### config.mk
export PLATFORM = sky130hd
export DESIGN_NAME = decode_stage
export DESIGN_NICKNAME = d
export VERILOG_FILES = /design/src/logic/decode_pkg.sv /design/src/logic/ctrl_if.sv /design/src/logic/operand_if.sv /design/src/logic/control_decoder.sv /design/src/logic/operand_fetch.sv /design/src/logic/id_ex_register.sv /design/src/logic/decode_stage.sv
export SDC_FILE = /design/constraint.sdc
export NUM_CORES = 2
export LEC_CHECK = 0
export BUFFER_PORTS_ARGS = -buffer_cell sky130_fd_sc_hd__clkbuf_2
export CAP_MARGIN = 5
export CORE_UTILIZATION = 64
export CTS_CLUSTER_DIAMETER = 200
export CTS_CLUSTER_SIZE = 40
export DETAILED_ROUTE_END_ITERATION = 8
export PLACE_DENSITY_LB_ADDON = 0.15
export SLEW_MARGIN = 15
export SYNTH_ARGS = -nofsm -noshare
export SYNTH_HDL_FRONTEND = slang
export SYNTH_SLANG_ARGS = --single-unit
### constraint.sdc
create_clock -name clk -period 8.16 [get_ports clk]
set_clock_uncertainty 0.05 [all_clocks]
set_input_delay 0.408 -clock clk [delete_from_list [all_inputs] [get_ports clk]]
set_output_delay 0.408 -clock clk [all_outputs]
set_load 0.1 [all_outputs]
### src/logic/decode_pkg.sv
package decode_pkg;

	//////////////////////////////////////////////////////////////////////
	// Field widths
	//////////////////////////////////////////////////////////////////////

	localparam int data_w     = 32;	// Register and operand width
	localparam int reg_addr_w = 5;	// 32 registers, r0 reads zero
	localparam int opcode_w   = 6;
	localparam int shamt_w    = 5;
	localparam int imm_i_w    = 16;	// I-type immediate
	localparam int imm_j_w    = 21;	// J-type immediate, whole low field
	localparam int aluop_w    = 5;

	//////////////////////////////////////////////////////////////////////
	// Instruction word
	//////////////////////////////////////////////////////////////////////

	typedef struct packed {
		logic [opcode_w-1:0]   opcode;
		logic [reg_addr_w-1:0] rd;
		logic [reg_addr_w-1:0] rs;
		logic [reg_addr_w-1:0] rt;
		logic [shamt_w-1:0]    shamt;
		logic [5:0]            unused;
	} r_fmt_t;

	typedef struct packed {
		logic [opcode_w-1:0]   opcode;
		logic [reg_addr_w-1:0] rd;
		logic [imm_j_w-1:0]    imm;	// Low 16 bits double as I-type imm
	} i_fmt_t;

	// Same 32 bits, read as register or immediate layout
	typedef union packed {
		r_fmt_t r;
		i_fmt_t i;
	} instr_t;

	//////////////////////////////////////////////////////////////////////
	// Opcodes
	//////////////////////////////////////////////////////////////////////

	localparam logic [opcode_w-1:0] op_nop = 6'b111111;

	// Groups, taken from the top opcode bits
	localparam logic       op_alu_grp    = 1'b1;	// Bit 5 alone
	localparam logic [2:0] op_pc_grp     = 3'b000;
	localparam logic [2:0] op_mem_grp    = 3'b001;
	localparam logic [2:0] op_audio_grp  = 3'b010;	// Reserved
	localparam logic [2:0] op_sprite_grp = 3'b011;

	localparam logic [opcode_w-1:0] op_call = 6'b000100;
	localparam logic [opcode_w-1:0] op_ret  = 6'b000101;
	localparam logic [opcode_w-1:0] op_jreg = 6'b000110;
	localparam logic [opcode_w-1:0] op_lw   = 6'b001000;
	localparam logic [opcode_w-1:0] op_li   = 6'b001001;
	localparam logic [opcode_w-1:0] op_pop  = 6'b001010;
	localparam logic [opcode_w-1:0] op_sw   = 6'b001100;
	localparam logic [opcode_w-1:0] op_push = 6'b001110;

	// ALU second operand source
	localparam logic [1:0] src_reg   = 2'b00;
	localparam logic [1:0] src_imm   = 2'b01;
	localparam logic [1:0] src_shamt = 2'b10;
	localparam logic [1:0] src_none  = 2'b11;

	localparam logic [aluop_w-1:0] aluop_add = 5'b00000;
	localparam logic [aluop_w-1:0] aluop_sub = 5'b00010;
	localparam logic [aluop_w-1:0] aluop_nop = 5'b10000;

	localparam logic [1:0] branch_always_never = 2'b11;	// Non-branch cond

endpackage

### src/logic/ctrl_if.sv
interface ctrl_if;

	// PC and stack control
	logic       call;
	logic       ret;
	logic       branch;
	logic [1:0] branch_cond;
	logic       push;
	logic       pop;
	logic       jreg;

	// Operand and writeback routing
	logic       reg_2_sel;	// 1 picks rt, 0 picks rd
	logic       mem_to_reg;
	logic       mem_src;	// Memory address from operand B
	logic       load_imm;
	logic       sign_ext_sel;	// 1 picks J-type immediate
	logic [1:0] alu_src;

	// Strobes
	logic reg_write;
	logic mem_write;
	logic mem_read;
	logic oam_write;

	logic                             rd_1_en;	// Operand A is read
	logic                             rd_2_en;	// Second register is read
	logic [decode_pkg::aluop_w-1:0]   alu_op;

	modport decoder (
		output call, ret, branch, branch_cond, push, pop, jreg,
		output reg_2_sel, mem_to_reg, mem_src, load_imm, sign_ext_sel, alu_src,
		output reg_write, mem_write, mem_read, oam_write,
		output rd_1_en, rd_2_en, alu_op
	);

	modport stage (
		input call, ret, branch, branch_cond, push, pop, jreg,
		input reg_2_sel, mem_to_reg, mem_src, load_imm, sign_ext_sel, alu_src,
		input reg_write, mem_write, mem_read, oam_write,
		input rd_1_en, rd_2_en, alu_op
	);

endinterface

### src/logic/operand_if.sv
interface operand_if;

	// Register file reads, bypass already applied
	logic [decode_pkg::data_w-1:0] rs_data;
	logic [decode_pkg::data_w-1:0] rt_data;
	logic [decode_pkg::data_w-1:0] rd_data;

	logic [decode_pkg::data_w-1:0] shamt_ext;	// Zero extended
	logic [decode_pkg::data_w-1:0] imm_i_ext;	// Sign extended from 16
	logic [decode_pkg::data_w-1:0] imm_j_ext;	// Sign extended from 21

	logic [decode_pkg::reg_addr_w-1:0] dest;

	modport fetch (
		output rs_data, rt_data, rd_data,
		output shamt_ext, imm_i_ext, imm_j_ext, dest
	);

	modport stage (
		input rs_data, rt_data, rd_data,
		input shamt_ext, imm_i_ext, imm_j_ext, dest
	);

endinterface

### src/logic/control_decoder.sv
module control_decoder (
	input  logic [decode_pkg::opcode_w-1:0] opcode,
	ctrl_if.decoder                          ctrl
);

	always_comb begin
		// Idle word, the NOP and audio result
		ctrl.call         = 1'b0;
		ctrl.ret          = 1'b0;
		ctrl.branch       = 1'b0;
		ctrl.branch_cond  = decode_pkg::branch_always_never;
		ctrl.push         = 1'b0;
		ctrl.pop          = 1'b0;
		ctrl.jreg         = 1'b0;
		ctrl.reg_2_sel    = 1'b0;
		ctrl.mem_to_reg   = 1'b0;
		ctrl.mem_src      = 1'b0;
		ctrl.load_imm     = 1'b0;
		ctrl.sign_ext_sel = 1'b0;
		ctrl.alu_src      = decode_pkg::src_none;
		ctrl.reg_write    = 1'b0;
		ctrl.mem_write    = 1'b0;
		ctrl.mem_read     = 1'b0;
		ctrl.oam_write    = 1'b0;
		ctrl.rd_1_en      = 1'b0;
		ctrl.rd_2_en      = 1'b0;
		ctrl.alu_op       = decode_pkg::aluop_nop;

		//////////////////////////////////////////////////////////////////
		// ALU group
		//////////////////////////////////////////////////////////////////
		if (opcode[5] == decode_pkg::op_alu_grp) begin
			if (opcode != decode_pkg::op_nop) begin	// All ones stays idle
				ctrl.reg_write = 1'b1;
				ctrl.reg_2_sel = 1'b1;	// Second source is rt
				ctrl.rd_1_en   = 1'b1;
				ctrl.alu_op    = opcode[decode_pkg::aluop_w-1:0];	// ALU reads op directly

				// ADDI, ANDI style
				if (!opcode[1] && opcode[0]) begin
					ctrl.alu_src = decode_pkg::src_imm;
				end
				// Shifts by shamt
				else if (opcode[1] && opcode[2]) begin
					ctrl.alu_src = decode_pkg::src_shamt;
				end
				else begin
					ctrl.alu_src = decode_pkg::src_reg;	// rs op rt
					ctrl.rd_2_en = 1'b1;
				end
			end
		end
		else begin
			case (opcode[5:3])

				//////////////////////////////////////////////////////////
				// PC control
				//////////////////////////////////////////////////////////
				decode_pkg::op_pc_grp: begin
					ctrl.sign_ext_sel = 1'b1;	// Targets use the J immediate

					if (!opcode[2]) begin
						// PC plus offset, cond in low bits
						ctrl.branch      = 1'b1;
						ctrl.branch_cond = opcode[1:0];
						ctrl.alu_src     = decode_pkg::src_imm;
						ctrl.alu_op      = decode_pkg::aluop_add;
					end
					else if (opcode == decode_pkg::op_jreg) begin
						ctrl.jreg    = 1'b1;	// PC from rs
						ctrl.rd_1_en = 1'b1;
						ctrl.alu_src = decode_pkg::src_reg;
						ctrl.alu_op  = decode_pkg::aluop_add;
					end
					else if (opcode == decode_pkg::op_call || opcode == decode_pkg::op_ret) begin
						// SP in rs, step of one in shamt
						ctrl.reg_write = 1'b1;	// SP update
						ctrl.rd_1_en   = 1'b1;
						ctrl.alu_src   = decode_pkg::src_shamt;
						ctrl.call      = (opcode == decode_pkg::op_call);
						ctrl.ret       = (opcode == decode_pkg::op_ret);
						ctrl.mem_src   = (opcode == decode_pkg::op_call);
						ctrl.mem_write = (opcode == decode_pkg::op_call);	// Return addr pushed
						ctrl.mem_read  = (opcode == decode_pkg::op_ret);
						if (opcode == decode_pkg::op_call) begin
							ctrl.alu_op = decode_pkg::aluop_sub;	// SP - 1
						end
						else begin
							ctrl.alu_op = decode_pkg::aluop_add;	// SP + 1
						end
					end
				end

				//////////////////////////////////////////////////////////
				// Memory access
				//////////////////////////////////////////////////////////
				decode_pkg::op_mem_grp: begin
					case (opcode)
						decode_pkg::op_lw, decode_pkg::op_li, decode_pkg::op_pop: begin
							ctrl.reg_write  = 1'b1;
							ctrl.reg_2_sel  = 1'b1;
							ctrl.rd_1_en    = 1'b1;
							ctrl.alu_op     = decode_pkg::aluop_add;
							ctrl.load_imm   = (opcode == decode_pkg::op_li);	// No memory trip
							ctrl.mem_to_reg = (opcode != decode_pkg::op_li);
							ctrl.mem_read   = (opcode != decode_pkg::op_li);
							ctrl.pop        = (opcode == decode_pkg::op_pop);
							if (opcode == decode_pkg::op_pop) begin
								ctrl.alu_src = decode_pkg::src_shamt;	// SP + 1
							end
							else begin
								ctrl.alu_src = decode_pkg::src_imm;	// Base plus offset
							end
						end
						decode_pkg::op_sw, decode_pkg::op_push: begin
							ctrl.mem_write = 1'b1;
							ctrl.rd_1_en   = 1'b1;
							ctrl.rd_2_en   = 1'b1;	// Store data from rd
							ctrl.push      = (opcode == decode_pkg::op_push);
							ctrl.reg_write = (opcode == decode_pkg::op_push);	// SP update
							ctrl.mem_src   = (opcode == decode_pkg::op_push);
							if (opcode == decode_pkg::op_push) begin
								ctrl.alu_src = decode_pkg::src_shamt;
								ctrl.alu_op  = decode_pkg::aluop_sub;
							end
							else begin
								ctrl.alu_src = decode_pkg::src_imm;
								ctrl.alu_op  = decode_pkg::aluop_add;
							end
						end
						default: ;	// Unused memory codes stay idle
					endcase
				end

				// Reserved audio ops
				decode_pkg::op_audio_grp: ;

				// Sprite attribute writes
				decode_pkg::op_sprite_grp: begin
					ctrl.oam_write = 1'b1;
					ctrl.reg_2_sel = opcode[2];
					ctrl.alu_op    = decode_pkg::aluop_add;
				end

				default: ;
			endcase
		end
	end

endmodule

### src/logic/operand_fetch.sv
module operand_fetch (
	input  logic                              clk,
	input  logic                              rst_n,
	input  decode_pkg::instr_t                instr,
	input  logic                              wb_en,
	input  logic [decode_pkg::reg_addr_w-1:0] wb_addr,
	input  logic [decode_pkg::data_w-1:0]     wb_data,
	operand_if.fetch                          ops
);

	// r0 has no storage
	logic [decode_pkg::data_w-1:0] regs [1:2**decode_pkg::reg_addr_w-1];

	//////////////////////////////////////////////////////////////////////
	// Register file
	//////////////////////////////////////////////////////////////////////

	always_ff @(posedge clk) begin
		if (!rst_n) begin
			for (int i = 1; i < 2**decode_pkg::reg_addr_w; i++) begin
				regs[i] <= '0;
			end
		end
		else if (wb_en && wb_addr != '0) begin	// Writes to r0 dropped
			regs[wb_addr] <= wb_data;
		end
	end

	// One read port, with bypass of the write in flight
	function automatic logic [decode_pkg::data_w-1:0] read_port(
		input logic [decode_pkg::reg_addr_w-1:0] addr
	);
		logic [decode_pkg::data_w-1:0] val;
		if (addr == '0) begin
			val = '0;
		end
		else if (wb_en && wb_addr == addr) begin
			val = wb_data;	// Write-through
		end
		else begin
			val = regs[addr];
		end
		return val;
	endfunction

	always_comb begin
		ops.rs_data = read_port(instr.r.rs);
		ops.rt_data = read_port(instr.r.rt);
		ops.rd_data = read_port(instr.r.rd);	// Store data for SW, PUSH
	end

	//////////////////////////////////////////////////////////////////////
	// Field extension
	//////////////////////////////////////////////////////////////////////

	assign ops.shamt_ext = {{(decode_pkg::data_w - decode_pkg::shamt_w){1'b0}},
		instr.r.shamt};
	assign ops.imm_i_ext = {{(decode_pkg::data_w - decode_pkg::imm_i_w){instr.i.imm[decode_pkg::imm_i_w-1]}},
		instr.i.imm[decode_pkg::imm_i_w-1:0]};
	assign ops.imm_j_ext = {{(decode_pkg::data_w - decode_pkg::imm_j_w){instr.i.imm[decode_pkg::imm_j_w-1]}},
		instr.i.imm};

	assign ops.dest = instr.r.rd;

endmodule

### src/logic/id_ex_register.sv
module id_ex_register (
	input  logic                              clk,
	input  logic                              rst_n,
	ctrl_if.stage                             ctrl,
	operand_if.stage                          ops,

	// Control for execute
	output logic                              ex_call,
	output logic                              ex_ret,
	output logic                              ex_branch,
	output logic [1:0]                        ex_branch_cond,
	output logic                              ex_push,
	output logic                              ex_pop,
	output logic                              ex_jreg,
	output logic                              ex_mem_to_reg,
	output logic                              ex_mem_src,
	output logic                              ex_load_imm,
	output logic                              ex_reg_write,
	output logic                              ex_mem_write,
	output logic                              ex_mem_read,
	output logic                              ex_oam_write,
	output logic [decode_pkg::aluop_w-1:0]    ex_alu_op,
	output logic [1:0]                        ex_alu_src,

	// Operands
	output logic [decode_pkg::reg_addr_w-1:0] ex_dest,
	output logic [decode_pkg::data_w-1:0]     ex_operand_a,
	output logic [decode_pkg::data_w-1:0]     ex_operand_b,
	output logic [decode_pkg::data_w-1:0]     ex_store_data,
	output logic [decode_pkg::data_w-1:0]     ex_imm
);

	logic [decode_pkg::data_w-1:0] reg_2_val;	// rt or rd
	logic [decode_pkg::data_w-1:0] operand_a;
	logic [decode_pkg::data_w-1:0] store_data;
	logic [decode_pkg::data_w-1:0] imm_sel;
	logic [decode_pkg::data_w-1:0] operand_b;

	//////////////////////////////////////////////////////////////////////
	// Operand selection
	//////////////////////////////////////////////////////////////////////

	assign reg_2_val  = ctrl.reg_2_sel ? ops.rt_data : ops.rd_data;
	assign operand_a  = ctrl.rd_1_en ? ops.rs_data : '0;	// Unread ports masked
	assign store_data = ctrl.rd_2_en ? reg_2_val : '0;
	assign imm_sel    = ctrl.sign_ext_sel ? ops.imm_j_ext : ops.imm_i_ext;

	always_comb begin
		case (ctrl.alu_src)
			decode_pkg::src_reg:   operand_b = store_data;
			decode_pkg::src_imm:   operand_b = imm_sel;
			decode_pkg::src_shamt: operand_b = ops.shamt_ext;	// SP step for stack ops
			default:               operand_b = '0;
		endcase
	end

	//////////////////////////////////////////////////////////////////////
	// Pipeline register
	//////////////////////////////////////////////////////////////////////

	always_ff @(posedge clk) begin
		if (!rst_n) begin
			ex_call        <= 1'b0;
			ex_ret         <= 1'b0;
			ex_branch      <= 1'b0;
			ex_branch_cond <= decode_pkg::branch_always_never;
			ex_push        <= 1'b0;
			ex_pop         <= 1'b0;
			ex_jreg        <= 1'b0;
			ex_mem_to_reg  <= 1'b0;
			ex_mem_src     <= 1'b0;
			ex_load_imm    <= 1'b0;
			ex_reg_write   <= 1'b0;
			ex_mem_write   <= 1'b0;
			ex_mem_read    <= 1'b0;
			ex_oam_write   <= 1'b0;
			ex_alu_op      <= decode_pkg::aluop_nop;
			ex_alu_src     <= decode_pkg::src_none;
			ex_dest        <= '0;
			ex_operand_a   <= '0;
			ex_operand_b   <= '0;
			ex_store_data  <= '0;
			ex_imm         <= '0;
		end
		else begin
			ex_call        <= ctrl.call;
			ex_ret         <= ctrl.ret;
			ex_branch      <= ctrl.branch;
			ex_branch_cond <= ctrl.branch_cond;
			ex_push        <= ctrl.push;
			ex_pop         <= ctrl.pop;
			ex_jreg        <= ctrl.jreg;
			ex_mem_to_reg  <= ctrl.mem_to_reg;
			ex_mem_src     <= ctrl.mem_src;
			ex_load_imm    <= ctrl.load_imm;
			ex_reg_write   <= ctrl.reg_write;
			ex_mem_write   <= ctrl.mem_write;
			ex_mem_read    <= ctrl.mem_read;
			ex_oam_write   <= ctrl.oam_write;
			ex_alu_op      <= ctrl.alu_op;
			ex_alu_src     <= ctrl.alu_src;
			ex_dest        <= ops.dest;
			ex_operand_a   <= operand_a;
			ex_operand_b   <= operand_b;
			ex_store_data  <= store_data;	// Data to store for SW and PUSH
			ex_imm         <= imm_sel;
		end
	end

endmodule

### src/logic/decode_stage.sv
module decode_stage (
	input  logic                              clk,
	input  logic                              rst_n,
	input  logic [decode_pkg::data_w-1:0]     instr,

	// Writeback port
	input  logic                              wb_en,
	input  logic [decode_pkg::reg_addr_w-1:0] wb_addr,
	input  logic [decode_pkg::data_w-1:0]     wb_data,

	// To execute, one cycle after the instruction
	output logic                              ex_call,
	output logic                              ex_ret,
	output logic                              ex_branch,
	output logic [1:0]                        ex_branch_cond,
	output logic                              ex_push,
	output logic                              ex_pop,
	output logic                              ex_jreg,
	output logic                              ex_mem_to_reg,
	output logic                              ex_mem_src,
	output logic                              ex_load_imm,
	output logic                              ex_reg_write,
	output logic                              ex_mem_write,
	output logic                              ex_mem_read,
	output logic                              ex_oam_write,
	output logic [decode_pkg::aluop_w-1:0]    ex_alu_op,
	output logic [1:0]                        ex_alu_src,
	output logic [decode_pkg::reg_addr_w-1:0] ex_dest,
	output logic [decode_pkg::data_w-1:0]     ex_operand_a,
	output logic [decode_pkg::data_w-1:0]     ex_operand_b,
	output logic [decode_pkg::data_w-1:0]     ex_store_data,
	output logic [decode_pkg::data_w-1:0]     ex_imm
);

	decode_pkg::instr_t instr_word;	// Both field layouts

	assign instr_word = instr;

	ctrl_if    ctrl ();
	operand_if ops ();

	// Decoder and fetch run side by side
	control_decoder u_control_decoder (
		.opcode (instr_word.r.opcode),
		.ctrl   (ctrl)
	);

	operand_fetch u_operand_fetch (
		.clk     (clk),
		.rst_n   (rst_n),
		.instr   (instr_word),
		.wb_en   (wb_en),
		.wb_addr (wb_addr),
		.wb_data (wb_data),
		.ops     (ops)
	);

	// Names match one to one
	id_ex_register u_id_ex_register (.*);

endmodule

### Word-level counts from Yosys, hierarchy flattened

Memories as Yosys holds them, arrays and structs flattened. A register that Yosys moved wholly into a read port is not among the register bits.
Index checks and enable logic that the tools add are counted.

| word-level totals | value |
|---|---|
| memories kept | 1 |
| bits of input ports | 72 |
| output and inout port bits | 155 |
| word-level logic and storage cells | 139 |
| register bits | 123 |
| bits in writable memories | 992 |

| operators by class | value |
|---|---|
| multiplexer cells | 72 |
| bitwise logic cells | 6 |
| eq/ne operators | 16 |
| reduce and logical (&&, ||, !) cells | 24 |

Memories:

| name | depth | bits a word | read ports | clocked after memory_dff | wr ports | RTL line | text |
|---|---|---|---|---|---|---|---|
| u_operand_fetch.regs | 31 | 32 | 3 | 1 | 31 | operand_fetch.sv:12 | `logic [decode_pkg::data_w-1:0] regs [1:2**decode_pkg::reg_addr_w-1];` |

Operators with widths:

| operator | count |
|---|---|
| $mux W32 | 8 |
| $pmux W32 S3 | 1 |
| $mux W1 | 36 |
| $reduce_or A32 Y1 | 1 |
| $eq A6 B4 Y1 const B | 5 |
| $mux W5 | 6 |
| $mux W2 | 10 |
| $eq A6 B3 Y1 const B | 3 |
| $logic_not A5 Y1 | 3 |
| $pmux W5 S3 | 1 |
| $pmux W1 S2 | 7 |
| $reduce_or A3 Y1 | 4 |
| $reduce_or A4 Y1 | 3 |
| $eq A5 B5 Y1 | 2 |
| $pmux W5 S2 | 1 |
| $pmux W2 S2 | 2 |
| $ne A6 B4 Y1 const B | 1 |
| $ne A6 B6 Y1 const B | 1 |
| $not A1 Y1 | 6 |
| $logic_and A1 B1 Y1 | 5 |
| $reduce_bool A5 Y1 | 1 |
| $reduce_or A5 Y1 | 1 |
| $reduce_or A2 Y1 | 2 |
| $eq A3 B1 Y1 const B | 1 |
| 7 further kinds | 7 |

### Depth between registers and ports, before layout

| logic depth | value |
|---|---|
| depth in word-level cells | 9 |
| mapped depth | 13 |
| mapped depth without buffers | 6 |

### Hierarchy

A second synthesis with hierarchy kept.

| unflattened totals | value |
|---|---|
| cells, all modules | 5,152 |
| area, all modules | 70,055.9 µm² |

By module, submodules not included:

| module | instances | cells an instance | seq. area each (µm²) | area each (µm²) |
|---|---|---|---|---|
| operand_fetch | 1 | 4,579 | 30,749.5 | 64,010.1 |
| id_ex_register | 1 | 487 | 3,103.0 | 5,507.8 |
| control_decoder | 1 | 86 | 0.0 | 538.0 |

### Least setup slack after synthesis

Ideal clock, no wire load.

| timing path | value |
|---|---|
| path type | input to register |
| start | input port wb_addr[2] in the netlist's numbering |
| end | memory u_operand_fetch.regs[4][0] in the netlist's numbering (enable) |
| data arrival time | 3.636 ns |
| path buffers | 2 |
| cell stages on the path | 4 |
| setup time | 0.466 ns |
| required time | 7.644 ns |
| slack | 4.009 ns |
| path through | clkbuf_1 > or3b_2 > clkbuf_1 > o21ai_0 |

RTL lines:

| element | RTL line | text |
|---|---|---|
| start, declared | decode_stage.sv:8 | `input logic [decode_pkg::reg_addr_w-1:0] wb_addr,` |
| end, declared | operand_fetch.sv:12 |  |

### Worst setup path in the final report

| timing path | value |
|---|---|
| start | input port instr[23] in the netlist's numbering |
| end | register u_id_ex_register.ex_store_data[15] in the netlist's numbering |

| between the ends | value |
|---|---|
| word-level cells in the longest chain between the ends | 6 |
| elaborated cells between the ends (all ways) | 8 |
| classes of those cells | 1 x eq/ne; 4 x mux; 2 x reduce/logical; 1 x memory |

RTL lines:

| element | RTL line | text |
|---|---|---|
| start, declared | decode_stage.sv:4 | `input logic [decode_pkg::data_w-1:0] instr,` |
| parallel branches: the longest is 3 deep, another holds $mem_v2 Z31 W32 | n/a |  |
| $mux W32 * | operand_fetch.sv:34 | `if (addr == '0) begin` |
| $mux W32 * | id_ex_register.sv:43 | `assign reg_2_val = ctrl.reg_2_sel ? ops.rt_data : ops.rd_data;` |
| $mux W32 * | id_ex_register.sv:45 | `assign store_data = ctrl.rd_2_en ? reg_2_val : '0;` |
| end signal, assigned | id_ex_register.sv:105 | `ex_store_data <= store_data;` |
| end, declared | id_ex_register.sv:29 | `output logic [decode_pkg::data_w-1:0] ex_store_data,` |

Every way passes the cells marked *.
A chain may end at the register's enable or synchronous reset.

==> summary.md <==
| Metric | Value |
|---|---|
| Critical setup path kind | input pin to register |
| Unique masters post-synth | 76 |
| Post-Syn Instances | between 4,000 and 5,000 |
| CTS Buf Count | 35 |
| Peak supply drop | between 0.0002 and 0.00025 V |
| DRT iter0 DRCs | between 9,000 and 10,000 |
| Clock network fraction of total power | 21.8% |
| H-tree depth | 2 |
| Hold Path End | u_id_ex_register.ex_oam_write$_SDFF_PP0_ |
| Initial antenna violation count | 34 |
| CORE AREA | 0.105 mm² |
| Worst r2r src | u_operand_fetch.regs[7][9]$_SDFFCE_PN0P_ |
| P&R area growth vs syn | 5.26% |
| Async S/R FF share, synth | 0% |
| Maxcap violations | 0 |
| Comb pwr share | 21.4% |
| Internal power | 8.72 mW |
| PortBufs | about 230 |
| Worst Hold Class | input pin to register |
| XOR/XNOR Fraction of Synth Area | 0.206% |
| Drt drc | 0 |
| # placed instances | roughly 5,800 |
| Total Die Area | 0.108 mm² |
| Post-Layout Cell Count | 5,868 |
| CP peak stage delay | ~0.74 ns |
| RSZ-0062 raised after global routing | no |
| Register area | 0.0336 mm² |
| CTS tree | yes |
| # IOs | approximately 230 |
| Critical path data required time | 8.68 ns |
| Fin crit share | around 46% |
| Worst path cell trace | buf_4 -> or3b_2 -> buf_4 -> o221ai_1 -> a221oi_1 -> nor2_1 -> a221oi_2 -> a21oi_1 |
| Reg2Reg Depth | 5 |
| Initial Util | 64.6% |
| Clock Latency Late Sink | about 0.72 ns |
| Fin crit period | between 3 and 4 ns |
| Max frequency | 265 MHz |
| Final GP Congestion | 0.977 |
| Layout cell share with drive strength beyond 1 | 30.8% |
| Die width | 328 µm |
| Multiplexer share of the synthesized area | between 30% and 40% |
| Synth Area in Compound Gates | 4.12% |
| Largest net degree at the start of global routing | 138 |
| Multi-input logic area | 0.0327 mm² |
| Crit. End Element | register |
| Status | complete, no violations |
| Post-synthesis sequential area ratio | between 40 and 50% |
| Routed len/inst | about 42 µm |
| Drt pass-1 iters | 9 |
| Slew HR | 4.90% |
| Critical hold path startpoint | instr[30] |
| Vias/cell | 8.12 |
| Setup violators final | 0 |
| NumNets Final | 4,494 |
| First-pass GRT wire length | about 340,000 µm |
| Height of the die | 328 µm |
| Mapped Avg Cell Area | 15.1 µm² |
| CTS max path bufs | 3 |
| Final WL | between 200,000 and 250,000 µm |
| Root buffer cell | clkbuf_16 |
| NetSw | 3.76 mW |
| Number of synthesized register bits | 1,168 |
| Max Slew Vio Count | 0 |
| Nature of the critical path startpoint | input pin |
| Post-Synthesis Cell Area | 0.0680 mm² |
| Most used cell, CP | buf_4 |
| ANT nets after route | 0 |
| Sequential fraction of design power | 56.7% |
| Fillers | 7,126 |
| CP arrival | 4.30 ns |
| Final Hold Viols | 0 |
| Clock transition at path regs | around 0.15 ns |
| Setup_tns | 0 ns |
| Worst reg2reg setup slack | 5.25 ns |
| Worst Tran Pin Value | 1.42 ns |
| Power Dens Cells | 174 mW/mm² |
| Worst Hold Depth | 2 |
| Largest reg by FF count | u_operand_fetch.regs |
| Crit path max fanout | between 40 and 50 |
| Largest register FFs | 1,024 |
| Vias in the first global route | 44,623 |
| Adder-Cell Fraction of Synth Area | 0% |
| Gr usage total | between 40% and 50% |
| Synth Flop Type | edfxtp_1 |
| CP max-delay cell | or3b_2 |
| Reg-to-reg endpoint | u_id_ex_register.ex_store_data[9]$_SDFF_PN0_ |
| Hpwl dp | 147,000 µm |
| Leakage Power | 24.3 nW |
| Clock sinks | around 1,200 |
| Largest family of logic cells by synthesized area | multiplexers |
| PostCTS Resize Cnt | 0 |
| GRT overflow | 0 |
| Sw Ratio | 30.1% |
| Vias | approximately 48,000 |
| Post-synth EDFFs | 1,024 |
| Yosys warning count | 0 |
| Row count | 119 |
| Post-Synth Simple-Gate Area | 11.8% |
-- Yosys cell counts (36+ instances only) --
master	count	share of area, %
clkbuf_1	331	1.8
buf_4	42	0.46
edfxtp_1	1024	45
nand2_1	79	0.44
o21ai_0	37	0.27
buf_1	38	0.21
mux4_2	825	27
nor2_1	126	0.70
and2_1	1020	9.4
mux2_2	52	0.86
a211oi_1	44	0.49
mux2i_1	174	2.6
buf_2	67	0.49
o221ai_1	36	0.46
a21oi_1	59	0.43
dfxtp_1	144	4.2
-- power groups by stage --
stage               combinational (mW)  clock (mW)  sequential, mW
detailed placement                2.57           0            7.20
CTS                               2.58        2.67            7.06
finish                            2.67        2.72            7.08
floorplan                         1.50           0            7.44
global route                      2.70        2.84            7.11
global placement                  2.55           0            7.17
-- kinds of logic after synthesis --
kind of cell,Yosys count
buffers and inverters,521
AOI/OAI and AO/OA,380
DFF,1168
and+or+nand+nor,1360
muxes,1053
xor gates and xnor gates,16
other,1
-- repair_timing --
item | 4_1_cts | 5_1_grt
endpoints found under the hold margin | 16 | 0
setup buffers | 0 | 0
hold buffers | 11 | 0
-- final cells by class --
cell class | instances | area share, %
multi-input combinational | 2841 | 45.6
sequential | 1168 | 47.0
inverter | 10 | 0.0594
timing repair buffer | 366 | 3.36
tap | 1391 | 2.43
antenna | 29 | 0.101
clock inverter | 1 | 0.0419
clock buffer | 62 | 1.42
-- routing by layer --
metal	vias to the layer above	part of all wire (%)	track usage, %
li1	17578	-	-
met1	23675	32	60.5
met2	5292	42	64.0
met3	1090	20	22.2
met4	30	6.8	26.7
met5	-	0.27	3.19
-- cells in the final DEF, fill, tap and decap left out, types with 23 or more instances in the layout --
cell	Yosys	layout
a211oi_1	44	44
a21oi_1	59	58
a221oi_1	32	32
a22oi_1	30	30
and2_1	1020	1019
and3_1	23	23
buf_4	42	126
clkbuf_1	331	25
clkbuf_16	0	37
clkbuf_2	0	213
conb_1	1	32
dfxtp_1	144	144
diode_2	0	29
edfxtp_1	1024	1024
mux2_2	52	52
mux2i_1	174	174
mux4_2	825	825
nand2_1	79	78
nor2_1	126	95
nor2_4	0	31
o21ai_4	0	31
o221ai_1	36	36
-- worst max path at each step --
stage / cells past startpoint / to / from
4_1_cts: 7 / u_id_ex_register.ex_store_data[6]$_SDFF_PN0_ / instr[11]
5_1_grt: 7 / u_id_ex_register.ex_store_data[6]$_SDFF_PN0_ / instr[11]
3_3_place_gp: 7 / u_id_ex_register.ex_operand_b[6]$_SDFF_PN0_ / instr[11]
6_report: 8 / u_id_ex_register.ex_store_data[15]$_SDFF_PN0_ / instr[23]
3_5_place_dp: 7 / u_id_ex_register.ex_store_data[6]$_SDFF_PN0_ / instr[11]
2_1_floorplan: 4 / u_operand_fetch.regs[4][0]$_SDFFCE_PN0P_ / wb_addr[2]
-- metrics by stage --
stage	power, mW	instance area, µm²	hold WS, ns	setup slack, ns	util [%]
6_report	12.5	71600	0.0413	4.39	68.0
3_5_place_dp	9.77	70400	0.580	3.87	66.8
5_1_grt	12.6	71500	0.0615	4.26	68.0
2_1_floorplan	8.95	68100	0.457	4.01	-
3_3_place_gp	9.73	70400	0.579	3.91	66.8
4_1_cts	12.3	71500	0.0391	4.60	67.9
-- critical path: cells and delay by family --
kind	cells	cell delay, ns
simple gates	2	0.89
compound gates	4	1.47
buf+inv	2	1.34
No activity file was read; power rests on OpenSTA's default activity.
